$ cat src/rtl/ntm_pkg.sv
////////////////////////////////////////////////////////////////////////////
// Vector modulo unit shared sizes
////////////////////////////////////////////////////////////////////////////

package ntm_pkg;

  // Operand, modulus and residue width
  localparam int DATA_SIZE = 16;

  // Scalar modulo lanes working in parallel
  localparam int LANES = 4;

  // Operand and result buffer depth
  localparam int MAX_LENGTH = 16;

  // Buffer index and lane tag width
  localparam int INDEX_SIZE = 4;

  // Job length runs from 1 to MAX_LENGTH, so one bit wider than an index
  localparam int LENGTH_SIZE = 5;

  // Lane number width
  localparam int LANE_SIZE = 2;

endpackage

$ cat src/rtl/ntm_scalar_mod.sv
`timescale 1ns/1ps

module ntm_scalar_mod (
  input  logic                          CLK,
  input  logic                          RST,
  input  logic                          lane_start,
  input  logic [ntm_pkg::DATA_SIZE-1:0] modulus,
  input  logic [ntm_pkg::DATA_SIZE-1:0] operand,
  output logic                          lane_done,
  output logic [ntm_pkg::DATA_SIZE-1:0] lane_residue
);

  ////////////////////////////////////////////////////////////////////////////
  // State and remainder
  ////////////////////////////////////////////////////////////////////////////

  typedef enum logic {
    IDLE_STATE,
    REDUCE_STATE
  } mod_state_t;

  mod_state_t state;

  // Running remainder, one subtraction per cycle
  logic [ntm_pkg::DATA_SIZE-1:0] remainder;

  // Reduction finished this cycle
  logic finish;

  // Zero modulus passes the operand through
  // Otherwise stop once the remainder drops to the modulus or below
  assign finish = (modulus == '0) || (remainder <= modulus);

  ////////////////////////////////////////////////////////////////////////////
  // Control
  ////////////////////////////////////////////////////////////////////////////

  always_ff @(posedge CLK or posedge RST) begin
    if (RST) begin
      state     <= IDLE_STATE;
      lane_done <= 1'b0;
    end else begin
      // Done is a single-cycle pulse
      lane_done <= 1'b0;
      case (state)
        IDLE_STATE: begin
          if (lane_start) begin
            state <= REDUCE_STATE;
          end
        end
        REDUCE_STATE: begin
          if (finish) begin
            lane_done <= 1'b1;
            state     <= IDLE_STATE;
          end
        end
        default: begin
          state <= IDLE_STATE;
        end
      endcase
    end
  end

  ////////////////////////////////////////////////////////////////////////////
  // Datapath
  ////////////////////////////////////////////////////////////////////////////

  always_ff @(posedge CLK) begin
    if (state == IDLE_STATE) begin
      // Capture operand on issue
      if (lane_start) begin
        remainder <= operand;
      end
    end else if (finish) begin
      if (modulus == '0) begin
        lane_residue <= remainder;
      end else if (remainder == modulus) begin
        // Exact multiple
        lane_residue <= '0;
      end else begin
        // Below modulus, zero included
        lane_residue <= remainder;
      end
    end else begin
      remainder <= remainder - modulus;
    end
  end

  // Dispatcher only issues to an idle lane
  assert property (@(posedge CLK) disable iff (RST)
    lane_start |-> state == IDLE_STATE);

  // Modulus held steady by the dispatcher while a reduction runs
  assert property (@(posedge CLK) disable iff (RST)
    state == REDUCE_STATE |-> $stable(modulus));

endmodule

$ cat src/rtl/ntm_mod_dispatch.sv
`timescale 1ns/1ps

module ntm_mod_dispatch (
  input  logic                                                CLK,
  input  logic                                                RST,
  input  logic                                                operand_write,
  input  logic [ntm_pkg::INDEX_SIZE-1:0]                      operand_index,
  input  logic [ntm_pkg::DATA_SIZE-1:0]                       operand,
  input  logic                                                start,
  input  logic [ntm_pkg::LENGTH_SIZE-1:0]                     length,
  input  logic [ntm_pkg::DATA_SIZE-1:0]                       modulus,
  input  logic                                                job_end,
  input  logic [ntm_pkg::LANES-1:0]                           lane_done,
  output logic                                                busy,
  output logic                                                job_start,
  output logic [ntm_pkg::LENGTH_SIZE-1:0]                     job_length,
  output logic [ntm_pkg::DATA_SIZE-1:0]                       modulus_hold,
  output logic [ntm_pkg::LANES-1:0]                           lane_start,
  output logic [ntm_pkg::DATA_SIZE-1:0]                       lane_operand,
  output logic [ntm_pkg::LANES-1:0][ntm_pkg::INDEX_SIZE-1:0]  lane_tag
);

  ////////////////////////////////////////////////////////////////////////////
  // Operand buffer
  ////////////////////////////////////////////////////////////////////////////

  logic [ntm_pkg::DATA_SIZE-1:0] operand_buffer [ntm_pkg::MAX_LENGTH];

  // Loading only between jobs
  always_ff @(posedge CLK) begin
    if (operand_write && !busy) begin
      operand_buffer[operand_index] <= operand;
    end
  end

  ////////////////////////////////////////////////////////////////////////////
  // Issue selection
  ////////////////////////////////////////////////////////////////////////////

  // Next operand to send, counts up to job_length
  logic [ntm_pkg::LENGTH_SIZE-1:0] issue_pointer;
  logic [ntm_pkg::LANES-1:0]       lane_idle;
  logic [ntm_pkg::LANE_SIZE-1:0]   lane_select;
  logic                            lane_found;
  logic                            issue_valid;

  // Lowest-numbered idle lane wins, so scan from the top down
  always_comb begin
    lane_select = '0;
    lane_found  = 1'b0;
    for (int i = ntm_pkg::LANES - 1; i >= 0; i--) begin
      if (lane_idle[i]) begin
        lane_select = i[ntm_pkg::LANE_SIZE-1:0];
        lane_found  = 1'b1;
      end
    end
  end

  assign issue_valid = busy && lane_found && (issue_pointer < job_length);

  // One-hot start to the chosen lane
  always_comb begin
    for (int i = 0; i < ntm_pkg::LANES; i++) begin
      lane_start[i] = issue_valid && (lane_select == i[ntm_pkg::LANE_SIZE-1:0]);
    end
  end

  // Shared operand bus, sampled by the started lane only
  assign lane_operand = operand_buffer[issue_pointer[ntm_pkg::INDEX_SIZE-1:0]];

  ////////////////////////////////////////////////////////////////////////////
  // Job control
  ////////////////////////////////////////////////////////////////////////////

  always_ff @(posedge CLK or posedge RST) begin
    if (RST) begin
      busy          <= 1'b0;
      job_start     <= 1'b0;
      issue_pointer <= '0;
      lane_idle     <= '1;
    end else begin
      job_start <= 1'b0;
      if (start && !busy) begin
        busy          <= 1'b1;
        job_start     <= 1'b1;
        issue_pointer <= '0;
      end else if (job_end) begin
        busy <= 1'b0;
      end else if (issue_valid) begin
        issue_pointer <= issue_pointer + 1;
      end
      // Lane busy from issue until its done pulse
      for (int i = 0; i < ntm_pkg::LANES; i++) begin
        if (lane_done[i]) begin
          lane_idle[i] <= 1'b1;
        end
        if (lane_start[i]) begin
          lane_idle[i] <= 1'b0;
        end
      end
    end
  end

  // Job parameters and per-lane tags
  always_ff @(posedge CLK) begin
    if (start && !busy) begin
      job_length   <= length;
      modulus_hold <= modulus;
    end
    for (int i = 0; i < ntm_pkg::LANES; i++) begin
      if (lane_start[i]) begin
        lane_tag[i] <= issue_pointer[ntm_pkg::INDEX_SIZE-1:0];
      end
    end
  end

  // Done only from a lane holding an issued operand
  assert property (@(posedge CLK) disable iff (RST)
    (lane_done & lane_idle) == '0);

endmodule

$ cat src/rtl/ntm_mod_collect.sv
`timescale 1ns/1ps

module ntm_mod_collect (
  input  logic                                                CLK,
  input  logic                                                RST,
  input  logic                                                job_start,
  input  logic [ntm_pkg::LENGTH_SIZE-1:0]                     job_length,
  input  logic [ntm_pkg::LANES-1:0]                           lane_done,
  input  logic [ntm_pkg::LANES-1:0][ntm_pkg::DATA_SIZE-1:0]   lane_residue,
  input  logic [ntm_pkg::LANES-1:0][ntm_pkg::INDEX_SIZE-1:0]  lane_tag,
  output logic                                                result_enable,
  output logic [ntm_pkg::INDEX_SIZE-1:0]                      result_index,
  output logic [ntm_pkg::DATA_SIZE-1:0]                       result,
  output logic                                                ready
);

  ////////////////////////////////////////////////////////////////////////////
  // Result buffer
  ////////////////////////////////////////////////////////////////////////////

  logic [ntm_pkg::DATA_SIZE-1:0] result_buffer [ntm_pkg::MAX_LENGTH];

  // Tags are distinct within a job, so parallel writes never collide
  always_ff @(posedge CLK) begin
    for (int i = 0; i < ntm_pkg::LANES; i++) begin
      if (lane_done[i]) begin
        result_buffer[lane_tag[i]] <= lane_residue[i];
      end
    end
  end

  // Streamed element
  assign result = result_buffer[result_index];

  ////////////////////////////////////////////////////////////////////////////
  // Completion count
  ////////////////////////////////////////////////////////////////////////////

  logic [ntm_pkg::LENGTH_SIZE-1:0] completions;
  logic [ntm_pkg::LENGTH_SIZE-1:0] done_count;
  logic [ntm_pkg::LENGTH_SIZE-1:0] last_index;
  logic                            collecting;

  // Several lanes may finish together
  always_comb begin
    completions = '0;
    for (int i = 0; i < ntm_pkg::LANES; i++) begin
      completions = completions + {{(ntm_pkg::LENGTH_SIZE - 1){1'b0}}, lane_done[i]};
    end
  end

  assign last_index = job_length - 1;

  ////////////////////////////////////////////////////////////////////////////
  // Output stream
  ////////////////////////////////////////////////////////////////////////////

  always_ff @(posedge CLK or posedge RST) begin
    if (RST) begin
      collecting    <= 1'b0;
      done_count    <= '0;
      result_enable <= 1'b0;
      result_index  <= '0;
      ready         <= 1'b0;
    end else begin
      ready <= 1'b0;
      if (job_start) begin
        collecting <= 1'b1;
        done_count <= '0;
      end else begin
        done_count <= done_count + completions;
      end
      // All residues in, start reading out from index 0
      if (collecting && !job_start && done_count == job_length) begin
        collecting    <= 1'b0;
        result_enable <= 1'b1;
        result_index  <= '0;
      end
      if (result_enable) begin
        if ({1'b0, result_index} == last_index) begin
          // Last element out, ready follows
          result_enable <= 1'b0;
          ready         <= 1'b1;
        end else begin
          result_index <= result_index + 1;
        end
      end
    end
  end

  // Dispatcher never issues past job_length
  assert property (@(posedge CLK) disable iff (RST)
    collecting |-> done_count <= job_length);

endmodule

$ cat src/rtl/ntm_vector_mod.sv
`timescale 1ns/1ps

module ntm_vector_mod (
  input  logic                            CLK,
  input  logic                            RST,
  input  logic                            operand_write,
  input  logic [ntm_pkg::INDEX_SIZE-1:0]  operand_index,
  input  logic [ntm_pkg::DATA_SIZE-1:0]   operand,
  input  logic                            start,
  input  logic [ntm_pkg::LENGTH_SIZE-1:0] length,
  input  logic [ntm_pkg::DATA_SIZE-1:0]   modulus,
  output logic                            busy,
  output logic                            result_enable,
  output logic [ntm_pkg::INDEX_SIZE-1:0]  result_index,
  output logic [ntm_pkg::DATA_SIZE-1:0]   result,
  output logic                            ready
);

  ////////////////////////////////////////////////////////////////////////////
  // Internal wires
  ////////////////////////////////////////////////////////////////////////////

  logic                                               job_start;
  logic [ntm_pkg::LENGTH_SIZE-1:0]                    job_length;
  logic [ntm_pkg::DATA_SIZE-1:0]                      modulus_hold;
  logic [ntm_pkg::LANES-1:0]                          lane_start;
  logic [ntm_pkg::DATA_SIZE-1:0]                      lane_operand;
  logic [ntm_pkg::LANES-1:0][ntm_pkg::INDEX_SIZE-1:0] lane_tag;
  logic [ntm_pkg::LANES-1:0]                          lane_done;
  logic [ntm_pkg::LANES-1:0][ntm_pkg::DATA_SIZE-1:0]  lane_residue;

  // Operand buffer and in-order issue
  ntm_mod_dispatch i_ntm_mod_dispatch (
    .CLK          (CLK),
    .RST          (RST),
    .operand_write(operand_write),
    .operand_index(operand_index),
    .operand      (operand),
    .start        (start),
    .length       (length),
    .modulus      (modulus),
    .job_end      (ready),
    .lane_done    (lane_done),
    .busy         (busy),
    .job_start    (job_start),
    .job_length   (job_length),
    .modulus_hold (modulus_hold),
    .lane_start   (lane_start),
    .lane_operand (lane_operand),
    .lane_tag     (lane_tag)
  );

  // Scalar lanes, finish out of order
  for (genvar g = 0; g < ntm_pkg::LANES; g++) begin : g_lane
    ntm_scalar_mod i_ntm_scalar_mod (
      .CLK         (CLK),
      .RST         (RST),
      .lane_start  (lane_start[g]),
      .modulus     (modulus_hold),
      .operand     (lane_operand),
      .lane_done   (lane_done[g]),
      .lane_residue(lane_residue[g])
    );
  end

  // Reordering by tag and result stream
  ntm_mod_collect i_ntm_mod_collect (
    .CLK          (CLK),
    .RST          (RST),
    .job_start    (job_start),
    .job_length   (job_length),
    .lane_done    (lane_done),
    .lane_residue (lane_residue),
    .lane_tag     (lane_tag),
    .result_enable(result_enable),
    .result_index (result_index),
    .result       (result),
    .ready        (ready)
  );

endmodule

$ cat config.mk
export PLATFORM = sky130hd
export DESIGN_NAME = ntm_vector_mod
export DESIGN_NICKNAME = d
export VERILOG_FILES = /design/src/rtl/ntm_pkg.sv /design/src/rtl/ntm_scalar_mod.sv /design/src/rtl/ntm_mod_dispatch.sv /design/src/rtl/ntm_mod_collect.sv /design/src/rtl/ntm_vector_mod.sv
export SDC_FILE = /design/constraint.sdc
export NUM_CORES = 2
export LEC_CHECK = 0
export BUFFER_PORTS_ARGS = -buffer_cell sky130_fd_sc_hd__buf_2
export CORE_MARGIN = 2
export CORE_UTILIZATION = 57
export DETAILED_ROUTE_END_ITERATION = 10
export GPL_ROUTABILITY_DRIVEN = 0
export PLACE_DENSITY = 0.71
export SLEW_MARGIN = 20
export SYNTH_ARGS = -nofsm -noshare
export SYNTH_HDL_FRONTEND = slang
export SYNTH_HIERARCHICAL = 1
export SYNTH_SLANG_ARGS = --single-unit
export TNS_END_PERCENT = 20
$ cat constraint.sdc
create_clock -name CLK -period 3.4 [get_ports CLK]
set_input_delay 0.34 -clock CLK [delete_from_list [all_inputs] [get_ports CLK]]
set_output_delay 0.34 -clock CLK [all_outputs]
set_load 0.05 [all_outputs]
# --- Word level (Yosys, flattened, before mapping) ---
# Memory sizes are Yosys's and may differ from the RTL's.
# Cells that the tools add are included.
op_classes:
  order_cmp: 5
  eq_ne: 14
  muxes: 83
  n_addsub: 11
  bitwise_logic: 4
  n_reduce_logical: 38
ops:
  columns: ["cell", "count"]
  rows:
  - ["2-to-1 mux 16 bit", 20]
  - ["equality test 16 bit", 4]
  - ["less-or-equal comparator 16 bit", 4]
  - ["subtractor 16 bit", 4]
  - ["2-to-1 mux 1 bit", 48]
  - ["nonzero test 2 bit", 11]
  - ["2-to-1 mux 5 bit", 4]
  - ["AND reduction 2 bit", 9]
  - ["zero test 16 bit", 1]
  - ["2-to-1 mux 4 bit", 3]
  - ["adder 5 x 1 -> 5 bit", 2]
  - ["logical AND 1 bit", 10]
  - ["inequality test 2 bit, second input constant", 5]
  - ["2-to-1 mux 2 bit", 4]
  - ["case mux 1 bit (2 select lines)", 4]
  - ["adder 5 x 1 -> 5 bit, second input constant", 1]
  - ["adder 5 bit", 1]
  - ["equality test 4 x 5 -> 1 bit", 1]
  - ["equality test 5 bit", 1]
  - ["< comparator 5 bit", 1]
  - ["subtractor 5 x 1 -> 5 bit, second input constant", 1]
  - ["adder 4 x 1 -> 4 bit, second input constant", 1]
  - ["equality test 2 bit, second input constant", 2]
  - ["logical OR 1 bit", 4]
  - ["5 further kinds", 9]
word_totals:
  out_inout_bits: 23
  ff_bits: 196
  elab_cells: 191
  mem_bits_rw: 512
  mem_count: 2
  in_bits: 45
mem_list:
  columns: ["name", "depth", "width", "rd", "rd_ports_with_merged_regs", "wr", "line_no", "source"]
  rows:
  - ["i_ntm_mod_collect.result_buffer", 16, 16, 1, 0, 4, "ntm_mod_collect.sv:21", "logic [ntm_pkg::DATA_SIZE-1:0] result_buffer [ntm_pkg::MAX_LENGTH];"]
  - ["i_ntm_mod_dispatch.operand_buffer", 16, 16, 1, 0, 1, "ntm_mod_dispatch.sv:27", "logic [ntm_pkg::DATA_SIZE-1:0] operand_buffer [ntm_pkg::MAX_LENGTH];"]

# --- Depth between registers and ports, before layout ---
logic_depth:
  depth_word: 9
  mapped_depth: 9
  depth_no_buf: 9

# --- Hierarchy ---
# The synthesis kept the hierarchy.
modules_own_cells:
  columns: ["module", "area_per_inst_um2", "n_inst", "seq_area_each_um2", "cells_per_inst"]
  rows:
  - ["ntm_mod_collect", 19576.3, 1, 7987.7, 1898]
  - ["ntm_mod_dispatch", 11703.7, 1, 9078.7, 605]
  - ["ntm_scalar_mod", 2409.8, 4, 1011.0, 240]

# --- Worst setup path after synthesis ---
# No wires, ideal clock.
synth_path:
  path_type: "register to register"
  startpoint: "reg i_ntm_mod_dispatch.busy"
  endpoint: "mem i_ntm_mod_dispatch/operand_buffer[4][0] (netlist bit) (enable)"
  path_stages_with_launch: 4
  path_slack_ps: 563
  setup_time_ps: 409
  arrival_time_ps: 2428
  path_cell_list: "dfrtp_1 nand2b_1 or3b_2 nor3_1"
synth_via:
  elab_chain_cells: 4
synth_rtl:
  columns: ["item", "line_no", "source"]
  rows:
  - ["start, declared", "ntm_mod_dispatch.sv:14", "output logic busy,"]
  - ["start signal, assigned", "ntm_mod_dispatch.sv:77", "busy <= 1'b0;"]
  - ["start signal, assigned", "ntm_mod_dispatch.sv:84", "busy <= 1'b1;"]
  - ["start signal, assigned", "ntm_mod_dispatch.sv:88", "busy <= 1'b0;"]
  - ["zero test 1 bit", "ntm_mod_dispatch.sv:31", "if (operand_write && !busy) begin"]
  - ["logical AND 1 bit", "ntm_mod_dispatch.sv:31", null]
  - ["2-to-1 mux 1 bit", "ntm_mod_dispatch.sv:31", null]
  - ["2-to-1 mux 1 bit (implied by the code)", "ntm_mod_dispatch.sv:32", "operand_buffer[operand_index] <= operand;"]
  - ["end, declared", "ntm_mod_dispatch.sv:27", null]
# Every way passes these cells.

# --- Worst setup path in the final report ---
layout_path:
  startpoint: "reg i_ntm_mod_collect/result_index[0] (netlist bit)"
  endpoint: "out result[13] (netlist bit)"
layout_via:
  elab_chain_cells: 1
layout_rtl:
  columns: ["item", "line_no", "source"]
  rows:
  - ["start, declared", "ntm_mod_collect.sv:12", "output logic [ntm_pkg::INDEX_SIZE-1:0] result_index,"]
  - ["start signal, assigned", "ntm_mod_collect.sv:85", "result_index <= result_index + 1;"]
  - ["memory (16 x 16 bit)", null, null]
  - ["end, declared", "ntm_vector_mod.sv:15", "output logic [ntm_pkg::DATA_SIZE-1:0] result,"]
# Every way passes these cells.

==> results.tsv <==
metric	value	unit
Int Pwr	14.4	mW
Final #Nets	3576	
Slew @ Worst Pin	1.09	ns
final worst path period need	3.18	ns
Max clock buf depth	3	
Net Switching	3.81	mW
first-pass GRT wire length	179000	um
Tot Pwr	18.2	mW
Flop pwr share	0.521	
synth unique cells	72	
RSZ-0062 raised after global routing	false	
Via density	6.68	
TritonCTS Buffers	78	
post-synth top area cell	edfxtp_1	
pre-CTS setup slack	0.402	ns
TNS Setup	0	ns
die area	73900	um^2
Mean Syn Cell Area	11.8	um^2
max-cap violations	0	
worst hold margin	0.0402	ns
most frequent cells in the layout	677 x edfxtp_1, 360 x mux2i_1, 263 x nor2_1, 220 x nand2_1, 194 x a21o_1	
VDD IR-drop max	0.457	mV
final-report max-slew violation count	0	
crit path DAT	2.84	ns
yosys warns	6	
Final ANT Viol Nets	0	
# setup viols final	0	
post-synthesis cell area	40900	um^2
kind of critical path	register to primary output	
ys flop type	edfxtp_1	
Synth top area share	0.497	
drt wl/cell	26.3	um
Leakage	16.5	nW
crit path max fanout	26	
sequential share of the synthesized area	0.516	
CTS sink cnt	708	
Post-synth EDFFs	677	
ys async rst share	0.0438	
Synth area leaders	edfxtp_1 50%, mux2i_1 8.8%, mux2_2 3.9%, a21o_1 3.6%, mux4_2 3.5%	
port bufs	67	
DRT Pass-1 Iters	6	
largest net degree at the start of global routing	40	
GR Util All Layers	0.315	
startpoint type of the worst setup path	register	
Clk pwr share	0.474	
max_slew headroom	0.270	
grt ovf	0	
Final Non-Filler Cells	4463	
I/O pin total	68	
chip width	272	um
Core Region	71200	um^2
Layout area overhead	9.75	%
Logic pwr share	0.006	
CTS tree	done	
Synth Instances	3463	
fin crit share	0.935	
most common cell after layout, fill and taps aside	edfxtp_1	
Placed Cells	4299	
Clock transition at path regs	0.06	ns
die height	272	um
WL final	117000	um
vias in the first global route	29563	
Worst Setup End Kind	primary output	
CTS root buf	clkbuf_16	
share of cells above drive strength 1	0.167	
initial antenna violation count	3	
f_max	315	MHz
DP HPWL	79400	um
P per Cell Area	405	nW/um^2
latest clock arrival within the worst-skew pair	0.67	ns
WP data required	3.06	ns
HP Class	input pin to register	
status	complete, no violations	
skew final	0.0620	ns
Synth Register Bits	708	
Initial DRC Count	3729	
worst setup margin	0.221	ns
sw frac	0.209	
row cnt	98	
Initial Util	0.574	
Final Hold Fails	0	
# DRC	0	
CTS H-tree depth	3	
vias	29811	
syn nets	3587	
CTS resizes	0	
## critical path, stage by stage (launching register included)
cell     delay [ns]
dfrtp_4        0.66
buf_12         0.30
mux4_2         0.59
a22oi_1        0.21
nand2_1        0.12
buf_2          0.23
## path summary, 6_finish.rpt
kind | slack, ns | cells after the start | end | from
worst max-delay path | 0.22 | 5 | result[13] | i_ntm_mod_collect/result_index[0]
worst min-delay path | 0.04 | 1 | i_ntm_mod_dispatch/operand_buffer[10][3] | operand[3]
worst max register to register | 0.28 | 7 | g_lane[2].i_ntm_scalar_mod/remainder[7] | i_ntm_mod_dispatch/modulus_hold[10]
worst min register to register | 0.48 | 1 | i_ntm_mod_collect/collecting | i_ntm_mod_collect/collecting
max in group asynchronous | 2.68 | 3 | i_ntm_mod_collect/result_index[0] | RST
min in group asynchronous | 0.18 | 3 | g_lane[3].i_ntm_scalar_mod/lane_done | RST
## synthesized netlist by cell type, types with 37 or more instances
library cell and count:
edfxtp_1 677, mux2i_1 360, nor2_1 272, nand2_1 220, a21o_1 194, clkbuf_1 193, a211oi_1 189, o21ai_0 142
mux2_2 140, inv_1 115, a21oi_1 110, ha_1 72, and2_1 68, mux4_2 64, nand4_1 42, a22oi_1 40
buf_2 38, nand3_1 37
## registers in the layout, summed over array words and instances (netlist names), 4 cells and up
name / count
i_ntm_mod_dispatch/job_length: 5
i_ntm_mod_collect/done_count: 5
g_lane.i_ntm_scalar_mod/remainder: 64
i_ntm_mod_collect/result_buffer: 256
g_lane.i_ntm_scalar_mod/state: 4
g_lane.i_ntm_scalar_mod/lane_residue: 64
i_ntm_mod_dispatch/operand_buffer: 256
i_ntm_mod_dispatch/lane_idle: 4
i_ntm_mod_collect/result_index: 4
g_lane.i_ntm_scalar_mod/lane_done: 4
i_ntm_mod_dispatch/lane_tag: 16
i_ntm_mod_dispatch/issue_pointer: 5
i_ntm_mod_dispatch/modulus_hold: 16
## power groups by stage
stage | logic, mW | clock network (mW) | registers (mW)
after CTS | 0.101 | 8.73 | 9.46
after global placement | 0.0760 | 0 | 9.65
after detailed placement | 0.0817 | 0 | 9.65
after global routing | 0.113 | 9.08 | 9.46
final | 0.102 | 8.61 | 9.46
after floorplan | 0.00845 | 0 | 9.65
## metal layers
metal,GRT usage,routed length (um),up-vias
met5,0,17,-
met4,0.141,5430,2
met3,0.0521,10400,377
met2,0.518,56100,1647
met1,0.414,45300,14656
li1,-,-,13129
## through the flow
step                 util  area [um^2]
floorplan               -        40900
global placement    0.590        42100
detailed placement  0.590        42100
CTS                 0.630        44900
global route        0.630        44900
finish              0.630        44900
## cells by family (layout without fill, tap and decap cells)
group	after synthesis	after routing	synth area share
AOI/OAI and AO/OA	834	834	0.141
and+or+nand+nor	821	821	0.101
DFF	708	708	0.516
muxes	568	568	0.163
buffers and inverters	413	461	0.0454
adders and majority gates	79	79	0.0254
xor gates and xnor gates	40	40	0.00856
other	0	2	0
## cell type report
cell class / count / area [um^2]
repair buffers: 207 / 1540
flip-flops and latches: 708 / 21100
fillers: 5371 / 26300
well taps: 950 / 1190
clock buffers: 91 / 2020
multi-input cells: 2342 / 18000
clock inverters: 48 / 593
diodes: 2 / 5.00
inverters: 115 / 432
## repair_timing
item / in CTS / in global routing
endpoints found under the hold margin: 48 / 0
endpoints found under the setup margin: 0 / 7
hold buffers: 22 / 0
setup buffers: 0 / 1
No activity file was read; power rests on OpenSTA's default activity.
